**config.mk**
```make
export PLATFORM = sky130hd
export DESIGN_NAME = core_top
export DESIGN_NICKNAME = d
export VERILOG_FILES = /design/src/hdl/core_pkg.sv /design/src/hdl/core_top.sv /design/src/hdl/decode_stage.sv /design/src/hdl/execute_stage.sv /design/src/hdl/fetch_stage.sv /design/src/hdl/hazard_unit.sv /design/src/hdl/memory_writeback.sv /design/src/hdl/reg_file.sv
export SDC_FILE = /design/constraint.sdc
export NUM_CORES = 2
export LEC_CHECK = 0
export BUFFER_PORTS_ARGS = -buffer_cell sky130_fd_sc_hd__buf_2
export CORE_ASPECT_RATIO = 1.5
export CORE_UTILIZATION = 40
export CTS_BUF_LIST = sky130_fd_sc_hd__clkbuf_4
export DETAILED_ROUTE_END_ITERATION = 12
export PLACE_DENSITY_LB_ADDON = 0.05
export SLEW_MARGIN = 15
export SYNTH_ARGS = -nofsm -noshare
export SYNTH_HDL_FRONTEND = slang
export SYNTH_HIERARCHICAL = 1
export SYNTH_SLANG_ARGS = --single-unit
export TNS_END_PERCENT = 5
```
**constraint.sdc**
```tcl
create_clock -name clk -period 10.93 [get_ports clk]
set_input_delay 1.093 -clock clk [delete_from_list [all_inputs] [get_ports clk]]
set_output_delay 1.093 -clock clk [all_outputs]
set_load 0.02 [all_outputs]
```
**src/hdl/core_pkg.sv**
```systemverilog
package core_pkg;

    typedef logic [31:0] word_t;
    typedef logic [31:0] addr_t;
    typedef logic [4:0]  reg_idx_t;
    typedef logic [3:0]  strobe_t;

    typedef enum logic [3:0] {
        ALU_ADD, ALU_SUB, ALU_AND, ALU_OR, ALU_XOR, ALU_NOR,
        ALU_SLT, ALU_SLTU, ALU_SLL, ALU_SRL, ALU_SRA
    } alu_op_e;

    typedef enum logic [1:0] {SRC_B_RT, SRC_B_SIMM, SRC_B_ZIMM, SRC_B_LUI} src_b_e;
    typedef enum logic [1:0] {WB_NONE, WB_ALU, WB_MEM, WB_LINK} wb_sel_e;
    typedef enum logic [1:0] {BR_NONE, BR_BEQ, BR_BNE, BR_J} branch_e;
    typedef enum logic [1:0] {FWD_RF, FWD_EXE, FWD_MEM, FWD_WB} fwd_e;

    // all-zero value is a bubble
    typedef struct packed {
        alu_op_e alu_op;
        src_b_e  src_b;
        wb_sel_e wb_sel;
        logic    mem_write;
        logic    reg_write;
    } ctrl_t;

    typedef struct packed {logic valid; addr_t addr;} ibus_req_t;
    typedef struct packed {logic data_ok; word_t data;} ibus_resp_t;
    typedef struct packed {logic valid; addr_t addr; strobe_t strobe; word_t data;} dbus_req_t;
    typedef struct packed {logic data_ok; word_t data;} dbus_resp_t;

    typedef struct packed {logic valid; word_t instr; addr_t pc;} fetch_out_t;
    typedef struct packed {logic taken; addr_t target;} redirect_t;

    typedef struct packed {
        ctrl_t       ctrl;
        word_t       src_a;
        word_t       src_b;
        logic [15:0] imm;
        logic [4:0]  shamt;
        reg_idx_t    dst;
        addr_t       pc_plus8;
    } id_ex_t;

    typedef struct packed {
        ctrl_t    ctrl;
        word_t    alu_result;
        word_t    store_data;
        reg_idx_t dst;
        addr_t    pc_plus8;
    } ex_mem_t;

    typedef struct packed {logic reg_write; logic is_load; reg_idx_t dst; word_t result;} stage_dst_t;
    typedef struct packed {logic en; reg_idx_t idx; word_t data;} reg_write_t;
    typedef struct packed {reg_idx_t rs; reg_idx_t rt;} src_regs_t;
    typedef struct packed {fwd_e a; fwd_e b;} fwd_sel_t;

    typedef struct packed {
        logic stall_f;
        logic stall_d;
        logic stall_em;
        logic flush_e;
        logic flush_w;
    } pipe_ctrl_t;

    // producer view of a stage where jal reports its link value
    function automatic stage_dst_t stage_summary(ctrl_t c, reg_idx_t dst, word_t alu_result,
                                                 addr_t pc_plus8);
        stage_dst_t s;
        s.reg_write = c.reg_write;
        s.is_load   = (c.wb_sel == WB_MEM);
        s.dst       = dst;
        s.result    = (c.wb_sel == WB_LINK) ? pc_plus8 : alu_result;
        return s;
    endfunction

endpackage

```
**src/hdl/core_top.sv**
```systemverilog
module core_top #(
    parameter core_pkg::addr_t RESET_PC = 32'hbfc0_0000
) (
    input  logic                 clk,
    input  logic                 resetn,
    output core_pkg::ibus_req_t  ireq,
    input  core_pkg::ibus_resp_t iresp,
    output core_pkg::dbus_req_t  dreq,
    input  core_pkg::dbus_resp_t dresp
);
    import core_pkg::*;

    pipe_ctrl_t pipe_ctrl;
    fetch_out_t fetched;
    redirect_t  redirect;
    src_regs_t  srcs;
    fwd_sel_t   fwd;
    id_ex_t     id_ex;
    ex_mem_t    ex_mem;
    stage_dst_t exe_dst;
    stage_dst_t mem_dst;
    reg_write_t wb_write;

    fetch_stage #(.RESET_PC(RESET_PC)) u_fetch (
        .clk,
        .resetn,
        .ctrl(pipe_ctrl),
        .redirect,
        .ireq,
        .iresp,
        .fetched
    );

    decode_stage u_decode (
        .clk,
        .resetn,
        .ctrl(pipe_ctrl),
        .fetched,
        .fwd,
        .exe_dst,
        .mem_dst,
        .wb_write,
        .srcs,
        .redirect,
        .id_ex
    );

    execute_stage u_execute (
        .clk,
        .resetn,
        .ctrl(pipe_ctrl),
        .id_ex,
        .ex_mem,
        .exe_dst
    );

    memory_writeback u_mem_wb (
        .clk,
        .resetn,
        .ctrl(pipe_ctrl),
        .ex_mem,
        .dreq,
        .dresp,
        .mem_dst,
        .wb_write
    );

    hazard_unit u_hazard (
        .fetched_valid(fetched.valid),
        .srcs,
        .exe_dst,
        .mem_dst,
        .wb_write,
        .dbus_wait(dreq.valid && !dresp.data_ok),
        .ctrl(pipe_ctrl),
        .fwd
    );

endmodule

```
**src/hdl/decode_stage.sv**
```systemverilog
module decode_stage (
    input  logic                 clk,
    input  logic                 resetn,
    input  core_pkg::pipe_ctrl_t ctrl,
    input  core_pkg::fetch_out_t fetched,
    input  core_pkg::fwd_sel_t   fwd,
    input  core_pkg::stage_dst_t exe_dst,
    input  core_pkg::stage_dst_t mem_dst,
    input  core_pkg::reg_write_t wb_write,
    output core_pkg::src_regs_t  srcs,
    output core_pkg::redirect_t  redirect,
    output core_pkg::id_ex_t     id_ex
);
    import core_pkg::*;

    localparam logic [5:0] OP_SPECIAL = 6'h00;
    localparam logic [5:0] OP_J       = 6'h02;
    localparam logic [5:0] OP_JAL     = 6'h03;
    localparam logic [5:0] OP_BEQ     = 6'h04;
    localparam logic [5:0] OP_BNE     = 6'h05;
    localparam logic [5:0] OP_ADDIU   = 6'h09;
    localparam logic [5:0] OP_SLTI    = 6'h0a;
    localparam logic [5:0] OP_ANDI    = 6'h0c;
    localparam logic [5:0] OP_ORI     = 6'h0d;
    localparam logic [5:0] OP_XORI    = 6'h0e;
    localparam logic [5:0] OP_LUI     = 6'h0f;
    localparam logic [5:0] OP_LW      = 6'h23;
    localparam logic [5:0] OP_SW      = 6'h2b;

    localparam logic [5:0] FN_SLL  = 6'h00;
    localparam logic [5:0] FN_SRL  = 6'h02;
    localparam logic [5:0] FN_SRA  = 6'h03;
    localparam logic [5:0] FN_ADDU = 6'h21;
    localparam logic [5:0] FN_SUBU = 6'h23;
    localparam logic [5:0] FN_AND  = 6'h24;
    localparam logic [5:0] FN_OR   = 6'h25;
    localparam logic [5:0] FN_XOR  = 6'h26;
    localparam logic [5:0] FN_NOR  = 6'h27;
    localparam logic [5:0] FN_SLT  = 6'h2a;
    localparam logic [5:0] FN_SLTU = 6'h2b;

    fetch_out_t  dec_q;
    logic [5:0]  opcode;
    logic [5:0]  funct;
    reg_idx_t    rs;
    reg_idx_t    rt;
    reg_idx_t    rd;
    reg_idx_t    dst;
    ctrl_t       dec_ctrl;
    branch_e     branch;
    word_t       rf_a;
    word_t       rf_b;
    word_t       opa;
    word_t       opb;
    addr_t       pc_plus4;
    addr_t       br_target;

    function automatic ctrl_t imm_op(alu_op_e op, src_b_e sb);
        return '{alu_op: op, src_b: sb, wb_sel: WB_ALU, mem_write: 1'b0, reg_write: 1'b1};
    endfunction

    function automatic word_t pick_operand(fwd_e sel, word_t rf_val, word_t exe_val,
                                           word_t mem_val, word_t wb_val);
        case (sel)
            FWD_EXE: return exe_val;
            FWD_MEM: return mem_val;
            FWD_WB:  return wb_val;
            default: return rf_val;
        endcase
    endfunction

    always_ff @(posedge clk) begin
        if (!resetn) begin
            dec_q <= '0;
        end else if (!ctrl.stall_d) begin
            dec_q <= fetched;
        end
    end

    assign opcode = dec_q.instr[31:26];
    assign rs     = dec_q.instr[25:21];
    assign rt     = dec_q.instr[20:16];
    assign rd     = dec_q.instr[15:11];
    assign funct  = dec_q.instr[5:0];
    assign srcs   = '{rs: rs, rt: rt};

    always_comb begin
        dec_ctrl = '0;
        branch   = BR_NONE;
        dst      = rt;
        if (dec_q.valid) begin
            case (opcode)
                OP_SPECIAL: begin
                    dst = rd;
                    dec_ctrl = imm_op(ALU_ADD, SRC_B_RT);
                    case (funct)
                        FN_SLL:  dec_ctrl.alu_op = ALU_SLL;
                        FN_SRL:  dec_ctrl.alu_op = ALU_SRL;
                        FN_SRA:  dec_ctrl.alu_op = ALU_SRA;
                        FN_ADDU: dec_ctrl.alu_op = ALU_ADD;
                        FN_SUBU: dec_ctrl.alu_op = ALU_SUB;
                        FN_AND:  dec_ctrl.alu_op = ALU_AND;
                        FN_OR:   dec_ctrl.alu_op = ALU_OR;
                        FN_XOR:  dec_ctrl.alu_op = ALU_XOR;
                        FN_NOR:  dec_ctrl.alu_op = ALU_NOR;
                        FN_SLT:  dec_ctrl.alu_op = ALU_SLT;
                        FN_SLTU: dec_ctrl.alu_op = ALU_SLTU;
                        default: dec_ctrl = '0;
                    endcase
                end
                OP_ADDIU: dec_ctrl = imm_op(ALU_ADD, SRC_B_SIMM);
                OP_SLTI:  dec_ctrl = imm_op(ALU_SLT, SRC_B_SIMM);
                OP_ANDI:  dec_ctrl = imm_op(ALU_AND, SRC_B_ZIMM);
                OP_ORI:   dec_ctrl = imm_op(ALU_OR, SRC_B_ZIMM);
                OP_XORI:  dec_ctrl = imm_op(ALU_XOR, SRC_B_ZIMM);
                // rs is zero in a lui encoding
                OP_LUI:   dec_ctrl = imm_op(ALU_OR, SRC_B_LUI);
                OP_LW: begin
                    dec_ctrl = imm_op(ALU_ADD, SRC_B_SIMM);
                    dec_ctrl.wb_sel = WB_MEM;
                end
                OP_SW: begin
                    dec_ctrl = imm_op(ALU_ADD, SRC_B_SIMM);
                    dec_ctrl.wb_sel = WB_NONE;
                    dec_ctrl.reg_write = 1'b0;
                    dec_ctrl.mem_write = 1'b1;
                end
                OP_BEQ: branch = BR_BEQ;
                OP_BNE: branch = BR_BNE;
                OP_J:   branch = BR_J;
                OP_JAL: begin
                    branch = BR_J;
                    dst = 5'd31;
                    dec_ctrl = imm_op(ALU_ADD, SRC_B_RT);
                    dec_ctrl.wb_sel = WB_LINK;
                end
                default: dec_ctrl = '0;
            endcase
        end
    end

    reg_file u_regs (
        .clk,
        .ra1(rs),
        .ra2(rt),
        .rd1(rf_a),
        .rd2(rf_b),
        .wr(wb_write)
    );

    always_comb begin
        opa = pick_operand(fwd.a, rf_a, exe_dst.result, mem_dst.result, wb_write.data);
        opb = pick_operand(fwd.b, rf_b, exe_dst.result, mem_dst.result, wb_write.data);
    end

    assign pc_plus4  = dec_q.pc + 32'd4;
    assign br_target = pc_plus4 + {{14{dec_q.instr[15]}}, dec_q.instr[15:0], 2'b00};

    always_comb begin
        redirect = '{taken: 1'b0, target: br_target};
        case (branch)
            BR_BEQ: redirect.taken = (opa == opb);
            BR_BNE: redirect.taken = (opa != opb);
            BR_J:   redirect = '{taken: 1'b1, target: {pc_plus4[31:28], dec_q.instr[25:0], 2'b00}};
            default: redirect.taken = 1'b0;
        endcase
    end

    // flush_e never comes while execute is held
    always_ff @(posedge clk) begin
        if (!resetn || ctrl.flush_e) begin
            id_ex <= '0;
        end else if (!ctrl.stall_em) begin
            id_ex <= '{
                ctrl:     dec_ctrl,
                src_a:    opa,
                src_b:    opb,
                imm:      dec_q.instr[15:0],
                shamt:    dec_q.instr[10:6],
                dst:      dst,
                pc_plus8: dec_q.pc + 32'd8
            };
        end
    end

endmodule

```
**src/hdl/execute_stage.sv**
```systemverilog
module execute_stage (
    input  logic                 clk,
    input  logic                 resetn,
    input  core_pkg::pipe_ctrl_t ctrl,
    input  core_pkg::id_ex_t     id_ex,
    output core_pkg::ex_mem_t    ex_mem,
    output core_pkg::stage_dst_t exe_dst
);
    import core_pkg::*;

    word_t op_a;
    word_t op_b;
    word_t alu_out;

    assign op_a = id_ex.src_a;

    always_comb begin
        case (id_ex.ctrl.src_b)
            SRC_B_SIMM: op_b = {{16{id_ex.imm[15]}}, id_ex.imm};
            SRC_B_ZIMM: op_b = {16'h0000, id_ex.imm};
            SRC_B_LUI:  op_b = {id_ex.imm, 16'h0000};
            default:    op_b = id_ex.src_b;
        endcase
    end

    always_comb begin
        case (id_ex.ctrl.alu_op)
            ALU_SUB:  alu_out = op_a - op_b;
            ALU_AND:  alu_out = op_a & op_b;
            ALU_OR:   alu_out = op_a | op_b;
            ALU_XOR:  alu_out = op_a ^ op_b;
            ALU_NOR:  alu_out = ~(op_a | op_b);
            ALU_SLT:  alu_out = {31'd0, $signed(op_a) < $signed(op_b)};
            ALU_SLTU: alu_out = {31'd0, op_a < op_b};
            // shifts take rt and the shamt field
            ALU_SLL:  alu_out = op_b << id_ex.shamt;
            ALU_SRL:  alu_out = op_b >> id_ex.shamt;
            ALU_SRA:  alu_out = word_t'($signed(op_b) >>> id_ex.shamt);
            default:  alu_out = op_a + op_b;
        endcase
    end

    assign exe_dst = stage_summary(id_ex.ctrl, id_ex.dst, alu_out, id_ex.pc_plus8);

    always_ff @(posedge clk) begin
        if (!resetn) begin
            ex_mem <= '0;
        end else if (!ctrl.stall_em) begin
            ex_mem <= '{
                ctrl:       id_ex.ctrl,
                alu_result: alu_out,
                store_data: id_ex.src_b,
                dst:        id_ex.dst,
                pc_plus8:   id_ex.pc_plus8
            };
        end
    end

endmodule

```
**src/hdl/fetch_stage.sv**
```systemverilog
module fetch_stage #(
    parameter core_pkg::addr_t RESET_PC = 32'hbfc0_0000
) (
    input  logic                 clk,
    input  logic                 resetn,
    input  core_pkg::pipe_ctrl_t ctrl,
    input  core_pkg::redirect_t  redirect,
    output core_pkg::ibus_req_t  ireq,
    input  core_pkg::ibus_resp_t iresp,
    output core_pkg::fetch_out_t fetched
);
    import core_pkg::*;

    addr_t pc;
    logic  running;
    logic  hold_valid;
    word_t hold_instr;
    logic  word_ok;

    // no new request while a returned word waits for decode
    assign ireq = '{valid: running && !hold_valid, addr: pc};

    assign word_ok = ireq.valid && iresp.data_ok;

    assign fetched = '{
        valid: hold_valid || word_ok,
        instr: hold_valid ? hold_instr : iresp.data,
        pc:    pc
    };

    always_ff @(posedge clk) begin
        if (!resetn) begin
            running    <= 1'b0;
            hold_valid <= 1'b0;
            pc         <= RESET_PC;
        end else begin
            running <= 1'b1;
            // the branch held in decode picks the pc after the taken word
            if (fetched.valid && !ctrl.stall_f) begin
                pc <= redirect.taken ? redirect.target : pc + 32'd4;
            end
            if (!ctrl.stall_d) begin
                hold_valid <= 1'b0;
            end else if (word_ok) begin
                hold_valid <= 1'b1;
            end
        end
    end

    always_ff @(posedge clk) begin
        if (word_ok && ctrl.stall_d) begin
            hold_instr <= iresp.data;
        end
    end

endmodule

```
**src/hdl/hazard_unit.sv**
```systemverilog
module hazard_unit (
    input  logic                 fetched_valid,
    input  core_pkg::src_regs_t  srcs,
    input  core_pkg::stage_dst_t exe_dst,
    input  core_pkg::stage_dst_t mem_dst,
    input  core_pkg::reg_write_t wb_write,
    input  logic                 dbus_wait,
    output core_pkg::pipe_ctrl_t ctrl,
    output core_pkg::fwd_sel_t   fwd
);
    import core_pkg::*;

    logic exe_load_hit;
    logic mem_load_hit;
    logic load_use;

    function automatic logic hits(stage_dst_t p, reg_idx_t r);
        return p.reg_write && (r != '0) && (p.dst == r);
    endfunction

    function automatic fwd_e fwd_for(reg_idx_t r, stage_dst_t exe, stage_dst_t mem,
                                     reg_write_t wb);
        if (hits(exe, r)) begin
            return FWD_EXE;
        end else if (hits(mem, r)) begin
            return FWD_MEM;
        end else if (wb.en && (r != '0) && (wb.idx == r)) begin
            return FWD_WB;
        end
        return FWD_RF;
    endfunction

    // load data reaches decode only from writeback
    assign exe_load_hit = exe_dst.is_load && (hits(exe_dst, srcs.rs) || hits(exe_dst, srcs.rt));
    assign mem_load_hit = mem_dst.is_load && (hits(mem_dst, srcs.rs) || hits(mem_dst, srcs.rt));
    assign load_use     = exe_load_hit || mem_load_hit;

    assign ctrl = '{
        stall_f:  load_use || dbus_wait,
        stall_d:  load_use || !fetched_valid || dbus_wait,
        stall_em: dbus_wait,
        flush_e:  (load_use || !fetched_valid) && !dbus_wait,
        flush_w:  dbus_wait
    };

    always_comb begin
        fwd.a = fwd_for(srcs.rs, exe_dst, mem_dst, wb_write);
        fwd.b = fwd_for(srcs.rt, exe_dst, mem_dst, wb_write);
    end

endmodule

```
**src/hdl/memory_writeback.sv**
```systemverilog
module memory_writeback (
    input  logic                 clk,
    input  logic                 resetn,
    input  core_pkg::pipe_ctrl_t ctrl,
    input  core_pkg::ex_mem_t    ex_mem,
    output core_pkg::dbus_req_t  dreq,
    input  core_pkg::dbus_resp_t dresp,
    output core_pkg::stage_dst_t mem_dst,
    output core_pkg::reg_write_t wb_write
);
    import core_pkg::*;

    ex_mem_t wb_q;
    word_t   load_q;

    // word accesses only with the address straight from the alu
    assign dreq = '{
        valid:  ex_mem.ctrl.mem_write || (ex_mem.ctrl.wb_sel == WB_MEM),
        addr:   ex_mem.alu_result,
        strobe: ex_mem.ctrl.mem_write ? 4'b1111 : 4'b0000,
        data:   ex_mem.store_data
    };

    assign mem_dst = stage_summary(ex_mem.ctrl, ex_mem.dst, ex_mem.alu_result, ex_mem.pc_plus8);

    // bubble while the data bus is still busy
    always_ff @(posedge clk) begin
        if (!resetn || ctrl.flush_w) begin
            wb_q <= '0;
        end else begin
            wb_q <= ex_mem;
        end
    end

    always_ff @(posedge clk) begin
        if (dresp.data_ok) begin
            load_q <= dresp.data;
        end
    end

    always_comb begin
        wb_write.en  = wb_q.ctrl.reg_write;
        wb_write.idx = wb_q.dst;
        case (wb_q.ctrl.wb_sel)
            WB_MEM:  wb_write.data = load_q;
            WB_LINK: wb_write.data = wb_q.pc_plus8;
            default: wb_write.data = wb_q.alu_result;
        endcase
    end

endmodule

```
**src/hdl/reg_file.sv**
```systemverilog
module reg_file (
    input  logic                 clk,
    input  core_pkg::reg_idx_t   ra1,
    input  core_pkg::reg_idx_t   ra2,
    output core_pkg::word_t      rd1,
    output core_pkg::word_t      rd2,
    input  core_pkg::reg_write_t wr
);
    import core_pkg::*;

    word_t regs [32];

    always_ff @(posedge clk) begin
        if (wr.en) begin
            regs[wr.idx] <= wr.data;
        end
    end

    // $0 reads zero whatever was written
    assign rd1 = (ra1 == '0) ? '0 : regs[ra1];
    assign rd2 = (ra2 == '0) ? '0 : regs[ra2];

endmodule

```
# After elaboration in Yosys (flattened, before gate mapping)
# Memories as Yosys holds them, arrays and structs flattened. A register that Yosys moved wholly into a read port is not among the register bits.
# Cells that the tools add are included.
# word_totals
mem_bits_rw	1024
memories	1
out_inout_bits	102
reg_bits	472
inputBits	68
elab_cells	193
# memory_table
memory	words	word_bits	rd	rd_ports_with_merged_regs	wr	line	rtl
u_decode.u_regs.regs	32	32	2	2	1	reg_file.sv:11	word_t regs [32];
# op_classes
eq_ne	58
order_cmp	2
shifts	3
n_addsub	6
mux	43
n_reduce_logical	45
n_bitwise	4
# op_table
op	n
$pmux 32 s10	1
$pmux 32 s3	3
$mux 32	7
$pmux 10 s10	1
$add 32x3->32 const B	2
$add 32x32->32	2
$lt 32x32->1	2
$pmux 32 s2	1
$eq 6x6->1 const B	10
$pmux 4 s10	1
$eq 6x4->1 const B	6
$add 32x4->32 const B	1
$and 32x32->32	1
$eq 32x32->1	1
$ne 32x32->1	1
$not 32->32	1
$or 32x32->32	1
$shl 32x5->32	1
$shr 32x5->32	1
$sshr 32x5->32	1
$sub 32x32->32	1
$xor 32x32->32	1
$eq 5x5->1	6
$eq 2x2->1 const B	14
25 further kinds	94

# Logic depth before layout (Yosys ltp)
# logic_depth
word_depth	12
mapped_depth	33
ltp_nobuf	26

# By module
# The synthesis kept the hierarchy.
# by_module_without_submodules
module	cells_each	area_each_um2	instances	seq_area_each_um2
reg_file	2400	46960.0	1	30749.5
execute_stage	1982	15363.5	1	2222.1
decode_stage	1330	12109.1	1	3843.7
memory_writeback	410	4732.0	1	2402.3
fetch_stage	399	3847.4	1	1641.6
hazard_unit	61	451.7	1	0.0
core_top	1	13.8	1	0.0

# Least setup slack after synthesis
# OpenSTA, ideal clock, no wires.
# synth_timing
kind	register -> register
start	reg, netlist name u_decode/id_ex[126]
end	reg u_fetch.pc[8]
path_stages_with_launch	32
required_time_ns	10.811
t_arrival_ns	6.236
setup_ns	0.119
setup_slack_ns	4.575
synth_period_minus_slack_ns	6.355
path_cell_list	dfxtp_1 -> buf_6 -> buf_12 -> nor2b_4 -> buf_2 -> o2bb2ai_1 -> inv_1 -> ha_1 -> buf_2 -> nor2_1 -> a211oi_1 -> a21oi_2 -> a221oi_2 -> o211ai_1 -> a221oi_2 -> o21ai_1 -> a311oi_2 -> mux2i_1 -> a21oi_1 -> mux4_2 -> xor2_1 -> nor4_1 -> nand4_1 -> nor2_1 -> xnor2_1 -> o21ai_1 -> buf_2 -> inv_1 -> buf_2 -> buf_1 -> a21oi_1 -> o221a_2
# synth_rtl
item	line	rtl
end signal: assignment	fetch_stage.sv:40	pc <= redirect.taken ? redirect.target : pc + 32'd4;
end: declaration	fetch_stage.sv:14	addr_t pc;

==> summary.txt <==
Setup path
  • Worst path cell trace: mux2i_1 -> o21ai_2 -> inv_1 -> ha_1 -> clkinv_1 -> nor4_1 -> o2111ai_1 -> a31oi_1 -> o21ai_0 -> a31oi_1 -> nand3_1 -> a31oi_1 -> a31oi_1 -> mux4_2 -> xor2_1 -> nor4_1 -> nand4_1 -> nor2_1 -> xnor2_1 -> o21ai_4 -> inv_1 -> nor3_1 -> nor2_1 -> a221oi_1
  • Worst path slowest cell: dfxtp_4
  • Flop2flop setup slack: 1.44 ns
  • Slowest stage delay, CP: 0.86 ns
  • Crit Path Category: reg -> reg
  • Startpoint types: flip-flop
  • CP Max Fanout: 65
  • Crit end category: flip-flop
  • Worst Path Required: 12.04 ns
  • Crit path DAT: 10.60 ns
  • Most used cell, CP: a31oi_1

Finish
  • Area Overhead vs Synth: 10.11%
  • Final nets: 6953
  • Final cell count without fillers: 9728
  • Share of layout cells above drive strength 1: 25.72%

GRT
  • Total track usage: 32.70%
  • Remaining global-route overflow: 0
  • Pin count of the biggest net entering global routing: 89
  • Vias in the first global route: 61320
  • First-pass GRT wire length: 481.8 mm
  • Initial antenna violation count: 39

Clock network
  • TritonCTS clock tree: built
  • Worst-Skew Late Latency: 1.28 ns
  • H-tree levels: 5
  • Clock Sinks: 1491
  • CTS max path bufs: 4
  • Clock transition at path regs: 0.07 ns
  • CTS buffer count: 383
  • Clock Root Buffer: clkbuf_4
  • Post-CTS sizing: 0

Yosys
  • Synth Instances: 6565
  • Mapped Avg Cell Area: 12.68 µm²
  • Syn Std Cell Area: 0.08326 mm²
  • Synthesis Warnings: 6
  • Syn nets: 6768

Routing
  • Routed WL per cell: 36.03 µm
  • Drt initial violations: 6013
  • Routed wire length: 350.5 mm
  • Post-route DRC: 0
  • M1 wire length: 125.0 mm
  • Vias per cell: 6.336
  • DR pass1 iterations: 7
  • ANT nets after route: 0
  • Top Metal Used: met5
  • Via count: 61640
  • Met2 Wirelength: 175.6 mm
  • Met3 wire length: 22.82 mm

Power and ir drop
  • PwrDens: 140.9 mW/mm²
  • Peak supply drop: 0.00005869 V
  • Power, Total: 12920 µW
  • Lkg Pwr: 0.03167 µW

Floorplanning
  • Core area: 0.2062 mm²
  • Row count: 204
  • Top Ports: 170
  • Die area: 0.2100 mm²
  • Die H: 560.8 µm
  • Initial Util: 40.37%
  • Die Wd: 374.5 µm

Timing
  • Fin Clk Skew: 0.1076 ns
  • Final TNS setup: 0 ns
  • Fin crit share: 86.79%
  • Final Critical Period: 9.487 ns
  • Max Clk Rate: 105.4 MHz
  • Slew Limit Fails: 3
  • Normalized max-slew margin: -13.18%
  • RSZ-0062 raised after global routing: false
  • Final setup vio count: 0
  • Final Hold Fails: 0
  • Measured slew at the worst slew-check pin: 1.691 ns

Job
  • Max Cap Viol: 1

Run status
  • Outcome: complete, but fails checks
  • Violated checks: max-capacitance violations, max-slew violations

Place
  • Placed cell count: 8990
  • Final GP Congestion: 1.048
  • IO Port Bufs: 169
  • Dpl hpwl: 237.0 mm

Hold path
  • Worst min-delay path category: in -> reg
## flip-flops by register name, indices dropped and copies added (netlist names)
register,flops
u_decode/dec_q,55
u_decode/id_ex,127
u_decode/srcs,10
u_decode/u_regs/regs,1024
u_execute/ex_mem,105
u_fetch/hold_instr,32
u_fetch/hold_valid,1
u_fetch/pc,32
u_fetch/running,1
u_mem_wb/load_q,32
u_mem_wb/wb_q,66
u_mem_wb/wb_write,6
## worst max-delay path: cells and delay by family, from the launching register on
family                     cells  cell delay [ns]
xor gates and xnor gates       2             0.35
AOI/OAI and AO/OA              9             3.29
buffers and inverters          3             0.83
and+or+nand+nor                7             2.67
DFF                            1             0.86
adders and majority gates      1             0.40
muxes                          2             0.84
## through the flow
stage | hold WS, ns | util (%) | worst slack [ns] | instance area [µm²]
floorplan | 0.4484 | - | 4.575 | 83260
global placement | 0.4726 | 41.90 | 1.938 | 86410
detailed placement | 0.4723 | 41.91 | 1.847 | 86430
CTS | 0.004687 | 44.42 | 1.758 | 91620
global route | 0.03101 | 44.44 | 1.316 | 91650
finish | 0.1275 | 44.45 | 1.443 | 91680
## where the power goes
group / leakage (µW) / internal (µW) / switching [µW]
clock: 0.00281 / 2370 / 2380
combinational: 0.0152 / 712 / 1220
sequential: 0.0136 / 6100 / 147
## layer usage
metal / up-vias / global-route usage [%]
li1: 26020 / -
met1: 31850 / 36.52
met2: 2878 / 56.57
met3: 880 / 5.760
met4: 8 / 22.48
met5: - / 0
## timing repair
item / CTS / global route
setup buffers: 0 / 0
hold buffers: 53 / 0
hold endpoints to repair: 53 / 0
## cell usage in the layout (no fill, tap or decap), types with 82 or more instances in the layout
master	n
o21ai_0	177
nor2b_1	167
ha_1	132
buf_4	213
inv_1	150
a211oi_1	86
nand3_1	82
mux4_2	557
nor2_1	420
edfxtp_1	1088
clkbuf_4	555
and2_1	103
a21oi_1	282
nand2_1	344
dfxtp_1	386
mux2i_1	536
nor3_1	84
buf_2	168
## layout make-up
class,instances,area [µm²]
inverters,168,633.1
repair buffers,445,3177
flip-flops and latches,1491,40780
clock inverters,107,493.0
fillers,19140,114600
clock buffers,555,4167
well taps,2678,3351
multi-input cells,4261,39020
diodes,23,57.56
## worst paths after layout
check                                          from                            end  depth (start not counted)
setup / recovery   u_decode/id_ex[126]$_SDFFE_PP0N_    u_fetch/pc[21]$_SDFFE_PN0P_                         24
hold / removal                            dresp[30]  u_mem_wb/load_q[30]$_DFFE_PP_                          1
setup reg to reg   u_decode/id_ex[126]$_SDFFE_PP0N_    u_fetch/pc[21]$_SDFFE_PN0P_                         24
hold reg to reg   u_execute/ex_mem[22]$_SDFFE_PN0N_   u_mem_wb/wb_q[22]$_SDFF_PP0_                          1
(Power assumes the default switching activity.)
